**config.mk**
```make
export PLATFORM = sky130hd
export DESIGN_NAME = wb_stage
export DESIGN_NICKNAME = d
export VERILOG_FILES = /design/src/wb_pkg.sv /design/src/load_align.sv /design/src/mem_wb_reg.sv /design/src/wb_regfile.sv /design/src/wb_stage.sv
export SDC_FILE = /design/constraint.sdc
export NUM_CORES = 2
export LEC_CHECK = 0
export BUFFER_PORTS_ARGS = -buffer_cell sky130_fd_sc_hd__buf_2
export CELL_PAD_IN_SITES_DETAIL_PLACEMENT = 2
export CELL_PAD_IN_SITES_GLOBAL_PLACEMENT = 2
export CORE_ASPECT_RATIO = 1.2
export CORE_MARGIN = 4
export CORE_UTILIZATION = 40
export CTS_CLUSTER_DIAMETER = 120
export DETAILED_ROUTE_END_ITERATION = 8
export GPL_TIMING_DRIVEN = 0
export PLACE_DENSITY_LB_ADDON = 0.1
export SLEW_MARGIN = 20
export SYNTH_ARGS = -nofsm -noshare
export SYNTH_HDL_FRONTEND = slang
export SYNTH_SLANG_ARGS = --single-unit
```
**constraint.sdc**
```tcl
create_clock -name I_sys_clk -period 4 [get_ports I_sys_clk]
set_input_delay 0.2 -clock I_sys_clk [delete_from_list [all_inputs] [get_ports I_sys_clk]]
set_output_delay 0.2 -clock I_sys_clk [all_outputs]
set_load 0.01 [all_outputs]
```
**src/wb_pkg.sv**
```systemverilog
package wb_pkg;

    // RV64 integer data and register address widths
    localparam int xlen       = 64;
    localparam int reg_addr_w = 5;
    localparam int inst_w     = 32;

    // one-hot writeback source select
    localparam int sel_w    = 3;
    localparam int sel_alu  = 0;      // ALU result
    localparam int sel_mem  = 1;      // aligned load data
    localparam int sel_link = 2;      // pc plus link offset

    // read strobe has a byte mask in bits 7..0 and the sign flag on top
    localparam int rstrb_w    = 9;
    localparam int rstrb_sign = 8;
    localparam int shamt_w    = 3;

    // the only byte masks a load may carry
    localparam logic [7:0] mask_byte  = 8'h01;
    localparam logic [7:0] mask_half  = 8'h03;
    localparam logic [7:0] mask_word  = 8'h0f;
    localparam logic [7:0] mask_dword = 8'hff;

    // return address offset for jal and jalr
    localparam logic [xlen-1:0] link_offset = 64'd4;

    // one memory word seen as bytes, halves or words
    typedef union packed {
        logic [7:0][7:0]  b;
        logic [3:0][15:0] h;
        logic [1:0][31:0] w;
    } load_word_u;

endpackage

```
**src/load_align.sv**
```systemverilog
`timescale 1ns/1ps

module load_align (
    input  logic [wb_pkg::xlen-1:0]    mem_data,
    input  logic [wb_pkg::rstrb_w-1:0] mem_rstrb,
    input  logic [wb_pkg::shamt_w-1:0] mem_shamt,
    output logic [wb_pkg::xlen-1:0]    load_data
);

    logic [wb_pkg::xlen-1:0] shifted;
    wb_pkg::load_word_u      view;
    logic [7:0]              mask;
    logic                    sign;

    // bring the addressed byte down to byte 0
    assign shifted = mem_data >> {mem_shamt, 3'b000};
    assign view    = shifted;

    assign mask = mem_rstrb[7:0];
    assign sign = mem_rstrb[wb_pkg::rstrb_sign];

    always_comb begin
        case (mask)
            wb_pkg::mask_byte: begin
                if (sign) begin
                    load_data = {{(wb_pkg::xlen-8){view.b[0][7]}}, view.b[0]};
                end else begin
                    load_data = {{(wb_pkg::xlen-8){1'b0}}, view.b[0]};
                end
            end
            wb_pkg::mask_half: begin
                if (sign) begin
                    load_data = {{(wb_pkg::xlen-16){view.h[0][15]}}, view.h[0]};
                end else begin
                    load_data = {{(wb_pkg::xlen-16){1'b0}}, view.h[0]};
                end
            end
            wb_pkg::mask_word: begin
                // lw sign-extends and lwu does not
                if (sign) begin
                    load_data = {{(wb_pkg::xlen-32){view.w[0][31]}}, view.w[0]};
                end else begin
                    load_data = {{(wb_pkg::xlen-32){1'b0}}, view.w[0]};
                end
            end
            wb_pkg::mask_dword: begin
                load_data = shifted;    // full width so extension has nothing to add
            end
            default: begin
                load_data = '0;         // malformed strobe loads nothing
            end
        endcase
    end

endmodule

```
**src/mem_wb_reg.sv**
```systemverilog
`timescale 1ns/1ps

module mem_wb_reg (
    input  logic                          I_sys_clk,
    input  logic                          I_rst,
    input  logic                          in_valid,
    output logic                          allowin,
    output logic                          out_valid,
    input  logic [wb_pkg::xlen-1:0]       pc,
    input  logic [wb_pkg::xlen-1:0]       mem_data,
    input  logic [wb_pkg::rstrb_w-1:0]    mem_rstrb,
    input  logic [wb_pkg::shamt_w-1:0]    mem_shamt,
    input  logic [wb_pkg::xlen-1:0]       alu_out,
    input  logic                          reg_wen,
    input  logic [wb_pkg::reg_addr_w-1:0] rd_addr,
    input  logic [wb_pkg::sel_w-1:0]      regin_sel,
    input  logic [wb_pkg::inst_w-1:0]     inst_debug,
    input  logic                          bubble_debug,
    output logic [wb_pkg::xlen-1:0]       q_pc,
    output logic [wb_pkg::xlen-1:0]       q_mem_data,
    output logic [wb_pkg::rstrb_w-1:0]    q_mem_rstrb,
    output logic [wb_pkg::shamt_w-1:0]    q_mem_shamt,
    output logic [wb_pkg::xlen-1:0]       q_alu_out,
    output logic                          q_reg_wen,
    output logic [wb_pkg::reg_addr_w-1:0] q_rd_addr,
    output logic [wb_pkg::sel_w-1:0]      q_regin_sel,
    output logic [wb_pkg::inst_w-1:0]     q_inst_debug,
    output logic                          q_bubble_debug
);

    logic valid_q;
    logic load_en;

    // writeback retires whatever it holds every cycle so the output side is always ready
    assign out_valid = valid_q;
    assign allowin   = !valid_q || out_valid;
    assign load_en   = allowin && in_valid;

    always_ff @(posedge I_sys_clk) begin
        if (I_rst) begin
            valid_q <= 1'b0;
        end else if (allowin) begin
            valid_q <= in_valid;     // an idle cycle drops the flag
        end
    end

    // fields only move when a new instruction is accepted
    always_ff @(posedge I_sys_clk) begin
        if (I_rst) begin
            q_pc           <= '0;
            q_mem_data     <= '0;
            q_mem_rstrb    <= '0;
            q_mem_shamt    <= '0;
            q_alu_out      <= '0;
            q_reg_wen      <= 1'b0;
            q_rd_addr      <= '0;
            q_regin_sel    <= '0;
            q_inst_debug   <= '0;
            q_bubble_debug <= 1'b0;
        end else if (load_en) begin
            q_pc           <= pc;
            q_mem_data     <= mem_data;
            q_mem_rstrb    <= mem_rstrb;
            q_mem_shamt    <= mem_shamt;
            q_alu_out      <= alu_out;
            q_reg_wen      <= reg_wen;
            q_rd_addr      <= rd_addr;
            q_regin_sel    <= regin_sel;
            q_inst_debug   <= inst_debug;
            q_bubble_debug <= bubble_debug;
        end
    end

endmodule

```
**src/wb_regfile.sv**
```systemverilog
`timescale 1ns/1ps

module wb_regfile (
    input  logic                          I_sys_clk,
    input  logic                          I_rst,
    input  logic                          valid,
    input  logic [wb_pkg::xlen-1:0]       pc,
    input  logic [wb_pkg::xlen-1:0]       alu_out,
    input  logic [wb_pkg::xlen-1:0]       load_data,
    input  logic                          reg_wen,
    input  logic [wb_pkg::reg_addr_w-1:0] rd_addr,
    input  logic [wb_pkg::sel_w-1:0]      regin_sel,
    input  logic [wb_pkg::inst_w-1:0]     inst_debug,
    input  logic                          bubble_debug,
    input  logic [wb_pkg::reg_addr_w-1:0] rs_addr,
    output logic [wb_pkg::xlen-1:0]       rs_data,
    output logic                          retire_valid,
    output logic [wb_pkg::xlen-1:0]       retire_pc,
    output logic [wb_pkg::inst_w-1:0]     retire_inst,
    output logic [wb_pkg::reg_addr_w-1:0] retire_rd,
    output logic [wb_pkg::xlen-1:0]       retire_data,
    output logic                          retire_wen
);

    localparam int nregs = 2 ** wb_pkg::reg_addr_w;

    logic [wb_pkg::xlen-1:0] regs [nregs];
    logic [wb_pkg::xlen-1:0] link_data;
    logic [wb_pkg::xlen-1:0] wb_data;
    logic                    wen;

    assign link_data = pc + wb_pkg::link_offset;

    // the select is one-hot so an and-or mux is enough and an empty select gives zero
    always_comb begin
        wb_data = '0;
        if (regin_sel[wb_pkg::sel_alu]) begin
            wb_data = wb_data | alu_out;
        end
        if (regin_sel[wb_pkg::sel_mem]) begin
            wb_data = wb_data | load_data;
        end
        if (regin_sel[wb_pkg::sel_link]) begin
            wb_data = wb_data | link_data;
        end
    end

    // x0 is never written so it keeps its reset value of zero
    assign wen = valid && reg_wen && (rd_addr != '0);

    always_ff @(posedge I_sys_clk) begin
        if (I_rst) begin
            for (int i = 0; i < nregs; i++) begin
                regs[i] <= '0;
            end
        end else if (wen) begin
            regs[rd_addr] <= wb_data;
        end
    end

    assign rs_data = regs[rs_addr];   // no bypass so a same-cycle write shows up next cycle

    // trace follows the pipeline register directly
    assign retire_valid = valid && !bubble_debug;
    assign retire_pc    = pc;
    assign retire_inst  = inst_debug;
    assign retire_rd    = rd_addr;
    assign retire_data  = wb_data;
    assign retire_wen   = wen;

endmodule

```
**src/wb_stage.sv**
```systemverilog
`timescale 1ns/1ps

module wb_stage (
    input  logic                          I_sys_clk,
    input  logic                          I_rst,
    input  logic                          in_valid,
    input  logic [wb_pkg::xlen-1:0]       pc,
    input  logic [wb_pkg::xlen-1:0]       mem_data,
    input  logic [wb_pkg::rstrb_w-1:0]    mem_rstrb,
    input  logic [wb_pkg::shamt_w-1:0]    mem_shamt,
    input  logic [wb_pkg::xlen-1:0]       alu_out,
    input  logic                          reg_wen,
    input  logic [wb_pkg::reg_addr_w-1:0] rd_addr,
    input  logic [wb_pkg::sel_w-1:0]      regin_sel,
    input  logic [wb_pkg::inst_w-1:0]     inst_debug,
    input  logic                          bubble_debug,
    output logic                          allowin,
    output logic                          pipe_valid,
    input  logic [wb_pkg::reg_addr_w-1:0] rs_addr,
    output logic [wb_pkg::xlen-1:0]       rs_data,
    output logic                          retire_valid,
    output logic [wb_pkg::xlen-1:0]       retire_pc,
    output logic [wb_pkg::inst_w-1:0]     retire_inst,
    output logic [wb_pkg::reg_addr_w-1:0] retire_rd,
    output logic [wb_pkg::xlen-1:0]       retire_data,
    output logic                          retire_wen
);

    logic [wb_pkg::xlen-1:0]       q_pc;
    logic [wb_pkg::xlen-1:0]       q_mem_data;
    logic [wb_pkg::rstrb_w-1:0]    q_mem_rstrb;
    logic [wb_pkg::shamt_w-1:0]    q_mem_shamt;
    logic [wb_pkg::xlen-1:0]       q_alu_out;
    logic                          q_reg_wen;
    logic [wb_pkg::reg_addr_w-1:0] q_rd_addr;
    logic [wb_pkg::sel_w-1:0]      q_regin_sel;
    logic [wb_pkg::inst_w-1:0]     q_inst_debug;
    logic                          q_bubble_debug;
    logic [wb_pkg::xlen-1:0]       load_data;

    mem_wb_reg u_mem_wb_reg (
        .I_sys_clk      (I_sys_clk),
        .I_rst          (I_rst),
        .in_valid       (in_valid),
        .allowin        (allowin),
        .out_valid      (pipe_valid),
        .pc             (pc),
        .mem_data       (mem_data),
        .mem_rstrb      (mem_rstrb),
        .mem_shamt      (mem_shamt),
        .alu_out        (alu_out),
        .reg_wen        (reg_wen),
        .rd_addr        (rd_addr),
        .regin_sel      (regin_sel),
        .inst_debug     (inst_debug),
        .bubble_debug   (bubble_debug),
        .q_pc           (q_pc),
        .q_mem_data     (q_mem_data),
        .q_mem_rstrb    (q_mem_rstrb),
        .q_mem_shamt    (q_mem_shamt),
        .q_alu_out      (q_alu_out),
        .q_reg_wen      (q_reg_wen),
        .q_rd_addr      (q_rd_addr),
        .q_regin_sel    (q_regin_sel),
        .q_inst_debug   (q_inst_debug),
        .q_bubble_debug (q_bubble_debug)
    );

    load_align u_load_align (
        .mem_data  (q_mem_data),
        .mem_rstrb (q_mem_rstrb),
        .mem_shamt (q_mem_shamt),
        .load_data (load_data)
    );

    wb_regfile u_wb_regfile (
        .I_sys_clk    (I_sys_clk),
        .I_rst        (I_rst),
        .valid        (pipe_valid),
        .pc           (q_pc),
        .alu_out      (q_alu_out),
        .load_data    (load_data),
        .reg_wen      (q_reg_wen),
        .rd_addr      (q_rd_addr),
        .regin_sel    (q_regin_sel),
        .inst_debug   (q_inst_debug),
        .bubble_debug (q_bubble_debug),
        .rs_addr      (rs_addr),
        .rs_data      (rs_data),
        .retire_valid (retire_valid),
        .retire_pc    (retire_pc),
        .retire_inst  (retire_inst),
        .retire_rd    (retire_rd),
        .retire_data  (retire_data),
        .retire_wen   (retire_wen)
    );

endmodule

```
After elaboration in Yosys (flattened, before gate mapping)
Memories as Yosys holds them, arrays and structs flattened. Index checks and enable logic that the tools add are counted.

Add/sub/neg operators: 1. Equal/unequal tests: 4. Shift-type cells: 1. Mux-type cells: 15. Bitwise logic cells: 2. Reductions and logical operators: 6.

Operator list (number): $mux 64 (7); $pmux 64 s4 (1); $or 64x64->64 (2); $add 64x3->64 const B (1); $reduce_or 64->1 (1); $shr 64x6->64 (1); $eq 8x1->1 const B (1); $eq 8x2->1 const B (1); $eq 8x4->1 const B (1); $eq 8x8->1 const B (1); $mux 1 (6); $mux 5 (1); $reduce_bool 5->1 (1); $logic_and 1x1->1 (3); $logic_not 1->1 (1).

Flip-flop bits (word level): 247. Memory bits (writable): 2048. Input bits: 254. Memories kept: 1.

Memory list: u_wb_regfile.regs (depth 32, bits a word 64, read ports 1, clocked after memory_dff 0, write ports 32, line wb_regfile.sv:27) `logic [wb_pkg::xlen-1:0] regs [nregs];`.

Depth between registers and ports, before layout
Depth in word-level cells: 8. Gate-level depth with buffers: 11. Gate-level depth less buffers: 8.

Modules after synthesis
From an unflattened synthesis, not the netlist that was laid out.

Cell total of the unflattened synthesis: 7435. Area, all modules: 104629.1 um^2.

Modules (own cells, without submodules): wb_regfile (instances 1, cells each 6307, area an instance 93105.5 um^2, seq. area each 61499.0 um^2); mem_wb_reg (instances 1, cells each 797, area an instance 9009.9 um^2, seq. area each 4944.7 um^2); load_align (instances 1, cells each 331, area an instance 2513.7 um^2, seq. area each 0.0 um^2).

Least setup slack after synthesis
Ideal clock, no wire load.

Path kind: reg-to-reg. Start point: reg u_mem_wb_reg.q_rd_addr[4] (netlist name). End point: mem u_wb_regfile.regs[20][0] (netlist name), enable pin. Setup time: 0.433 ns. Data arrival time: 3.044 ns. Data required time: 3.567 ns. Slack: 0.523 ns. Stages on the path, launching flop included: 6. Cells stage by stage: dfxtp_1 -> clkbuf_1 -> nor3_1 -> nor4b_1 -> nand2_1 -> nand2b_1.

RTL lines: from (decl) (line mem_wb_reg.sv:25) `output logic [wb_pkg::reg_addr_w-1:0] q_rd_addr,`; from (signal assigned) (line mem_wb_reg.sv:67) `q_rd_addr <= rd_addr;`; to (decl) (line wb_regfile.sv:27).

Final worst setup path
Start point: reg u_mem_wb_reg.q_mem_shamt[1] (netlist name). End point: out retire_data[26] (netlist name).

Cells in the longest elaborated chain, start to end: 7. Elaborated cells between the ends (all ways): 9. Classes of those cells: shift: 1; mux: 6; bitwise: 2.

RTL lines: from (decl) (line mem_wb_reg.sv:22) `output logic [wb_pkg::shamt_w-1:0] q_mem_shamt,`; from (signal assigned) (line mem_wb_reg.sv:64) `q_mem_shamt <= mem_shamt;`; $shr 64x6->64 * (line load_align.sv:16) `assign shifted = mem_data >> {mem_shamt, 3'b000};`; $mux 64 (on tied branches) (line load_align.sv:40, load_align.sv:25, load_align.sv:32); $pmux 64 s4 * (line load_align.sv:23) `case (mask)`; $or 64x64->64 * (line wb_regfile.sv:41) `wb_data = wb_data | load_data;`; $mux 64 * (line wb_regfile.sv:40) `if (regin_sel[wb_pkg::sel_mem]) begin`; $or 64x64->64 (line wb_regfile.sv:44) `wb_data = wb_data | link_data;`; $mux 64 * (line wb_regfile.sv:43) `if (regin_sel[wb_pkg::sel_link]) begin`; to (decl) (line wb_stage.sv:25) `output logic [wb_pkg::xlen-1:0] retire_data,`.

Every way passes the cells marked *; elsewhere a longest branch is shown, timed or not.

==> results.json <==
{
  "postSynthAreaPerCell_um2": 14.53,
  "static_power_due_to_leakage_uw": 0.04370,
  "power.share.combinational_pct": 9.9,
  "clk_transition_reported_paths_ns": 0.06,
  "die_area_um2": 257400,
  "timing.final.ws_setup_ns": -0.2118,
  "globalRouteOverflowTotal": 0,
  "setup.worst_path.start_class": "flip-flop",
  "path_max_fanout": 8,
  "synth_xor_area_share_pct": 0.5006,
  "mostFrequentLayoutCells": "2261 x nor2_1, 2048 x edfxtp_1, 650 x mux4_2",
  "ys.flop_type": "edfxtp_1",
  "synth-compound-area-share_pct": 1.394,
  "failed_checks": "setup timing",
  "vias": 67600,
  "synth.area.top_cells": "edfxtp_1 62%, mux4_2 15%, nor2_1 8.6%",
  "core_region_area_um2": 247700,
  "peakVddDrop_v": 0.0004061,
  "design.final.nets": 8463,
  "post_synth_mux_area_share_pct": 18.46,
  "grt_antenna_before_repair": 37,
  "synth_largest_area_cell": "edfxtp_1",
  "share_of_the_clock_period_used_by_the_worst_path_after_layout_pct": 105.3,
  "min_period_ns": 4.212,
  "worstSetupPathType": "flip-flop to output pin",
  "synth_top_area_share_pct": 61.67,
  "total_number_of_placement_rows": 200,
  "yosys_warnings": 0,
  "tightestPinTransition_ns": 1.227,
  "dr.pass1.iters": 5,
  "synth.distinct_cells": 65,
  "grt_pass1_vias": 74530,
  "timing.critical_path.required_ns": 3.80,
  "layout_commonest_cell": "nor2_1",
  "numPortBuffers": 479,
  "grt_setup_unrepaired": "true",
  "layout-drive-gt1-share_pct": 28.28,
  "grt_max_degree": 35,
  "synth_simple_gate_area_share_pct": 10.06,
  "syn-instance-count": 6863,
  "first_iter_violations": 6971,
  "power_density_nw_per_um2": 445.6,
  "fin_worst_skew_ns": 0.05053,
  "clock_latency_ns": 0.93,
  "finalHoldViolations": 0,
  "timing.critical_path.to_type": "output pin",
  "cts-root-buf": "clkbuf_16",
  "async_flop_share_pct": 0,
  "syn_to_final_growth_pct": 23.54,
  "cp_arrival_ns": 4.01,
  "detail_route.wl_per_cell_um": 35.99,
  "run_status": "finished, violations left",
  "syn_std_cell_area_um2": 99730,
  "place_hpwl_um": 300700,
  "synth.yosys.seq_area_share_pct": 66.62,
  "clockBufferDepth": 4,
  "clock.fmax_mhz": 237.4,
  "ys_seq_elements": 2295,
  "htree_levels": 4,
  "tritoncts": "yes",
  "power.net_switching_uw": 13580,
  "drv.max_cap_violation_count": 0,
  "final_util_pct": 49.73,
  "place_ws_ns": -1.205,
  "switching_share_pct": 24.74,
  "top_level_ports": 487,
  "cts_sinks": 2295,
  "cts_inserted_buffers": 244,
  "power_report.internal_total_uw": 41320,
  "seq_power_share_pct": 49.9,
  "rel_slew_slack_pct": 18.20,
  "design_power_total_uw": 54910,
  "route.antenna.remaining_nets": 0,
  "grt_pass1_wl_um": 578500,
  "synth_top_family_by_area": "multiplexers",
  "grt_use_total_pct": 31.73,
  "die_x_um": 463.8,
  "routed_via_density": 5.806,
  "holdCritPathClass": "input port to flip-flop",
  "portion_of_total_power_attributed_to_the_clock_network_pct": 40.2,
  "synth_adder_area_share_pct": 0.01255,
  "starting_density_pct": 40.26,
  "die-height_um": 555.0,
  "drt_drc_violations_left": 0,
  "final-setup-viol-count": 9,
  "finalWirelength_um": 419100,
  "place.gp.congestion": 0.9080,
  "synth-edff-count": 2048,
  "timing.final.max_slew_violations": 0
}
-- power by group through the flow --
stage | Sequential [µW] | Clock [µW] | Combinational, µW
floorplan | 27700 | 0 | 2510
global placement | 27900 | 0 | 4420
detailed placement | 27900 | 0 | 4740
CTS | 27400 | 22300 | 5210
global route | 27500 | 23300 | 5600
finish | 27400 | 22100 | 5410
-- sequential cells by signal (all words and copies together), names as in the netlist --
register	cells
u_mem_wb_reg.out_valid	1
u_mem_wb_reg.q_alu_out	64
u_mem_wb_reg.q_bubble_debug	1
u_mem_wb_reg.q_inst_debug	32
u_mem_wb_reg.q_mem_data	64
u_mem_wb_reg.q_mem_rstrb	9
u_mem_wb_reg.q_mem_shamt	3
u_mem_wb_reg.q_pc	64
u_mem_wb_reg.q_rd_addr	5
u_mem_wb_reg.q_reg_wen	1
u_mem_wb_reg.q_regin_sel	3
u_wb_regfile.regs	2048
-- synthesized netlist by cell type, drive strengths merged (3+ instances only) --
| library cell | n |
|---|---|
| nand2 | 110 |
| nor3b | 6 |
| nand3 | 26 |
| a221oi | 6 |
| and3 | 9 |
| and4 | 10 |
| o21ai | 41 |
| a222oi | 26 |
| o22ai | 7 |
| a21o | 3 |
| nand2b | 34 |
| nor4 | 11 |
| mux4 | 650 |
| xnor2 | 35 |
| or4 | 6 |
| a211oi | 28 |
| xor2 | 22 |
| a21oi | 32 |
| buf | 147 |
| a22oi | 9 |
| a22o | 17 |
| mux2 | 73 |
| and2 | 6 |
| nor3 | 24 |
| a31oi | 4 |
| nor2b | 8 |
| nand4 | 21 |
| edfxtp | 2048 |
| o311a | 3 |
| dfxtp | 247 |
| inv | 70 |
| clkbuf | 528 |
| nor2 | 2274 |
| mux2i | 295 |
-- critical path: stages (launching register included) --
cell and delay (ns):
dfxtp_4 0.39, buf_12 0.16, buf_12 0.14, mux2i_4 0.25
nand2_2 0.08, o311a_4 0.15, a31oi_4 0.40, o21ai_1 0.15
a222oi_1 0.70, buf_4 0.33, clkbuf_16 0.19, inv_4 0.03
buf_6 0.10
-- cells by family (layout without fill, tap and decap cells) --
family,count (synthesis),count (layout)
flip-flops,2295,2295
AO/OA/AOI/OAI,193,193
XOR/XNOR,57,57
buffers and inverters,745,2214
adder cells (fa/ha/maj),1,1
multiplexers,1018,1018
AND/OR/NAND/NOR,2552,2552
other,2,81
-- timing repair --
item | CTS | global route
cloned | 0 | 10
pin swaps | 68 | 60
endpoints found under the hold margin | 246 | 0
setup buffers | 131 | 115
hold buffers | 247 | 0
resized for setup | 515 | 165
endpoints found under the setup margin | 1775 | 88
-- cell type report --
class | instances | area, µm²
inverter | 70 | 331.6
tap | 3232 | 4044
multi-input combinational | 3886 | 32320
sequential | 2295 | 66540
fill | 23040 | 124500
clock inverter | 119 | 918.4
timing repair buffer | 1081 | 9296
clock buffer | 314 | 6505
antenna | 16 | 40.04
buffer | 630 | 3213
-- per-layer routing --
| metal | GRT usage [%] | wire [µm] | up-vias |
|---|---|---|---|
| met5 | 0 | 67 | - |
| met4 | 17.31 | 28130 | 10 |
| met3 | 5.444 | 28750 | 846 |
| met2 | 56.41 | 213100 | 2902 |
| met1 | 36.38 | 149000 | 36010 |
| li1 | - | - | 27830 |
-- through the flow --
stage                     cell area, µm²  hold slack, ns  instances  TNS [ns]
after floorplan                    99970          0.3468       6926         0
after global placement            106400          0.4330      10640  -6183.58
after detailed placement          109100          0.4435      10760   -672.93
after CTS                         121700        0.001719      11530    -1.948
after global routing              123200         0.07982      11640    -1.744
final                             123200         0.07849      11640   -0.7366
-- worst paths after layout --
path	start	end	slack, ns	cells after the start
worst max register to register	u_mem_wb_reg.q_mem_shamt[1]	u_wb_regfile.regs[16][26]	0.16	12
worst min-delay path	inst_debug[7]	u_mem_wb_reg.q_inst_debug[7]	0.08	4
worst max-delay path	u_mem_wb_reg.q_mem_shamt[1]	retire_data[26]	-0.21	12
worst min register to register	u_mem_wb_reg.q_alu_out[48]	u_mem_wb_reg.q_alu_out[48]	0.50	2
Note: power is estimated with default switching activity, not from simulation.
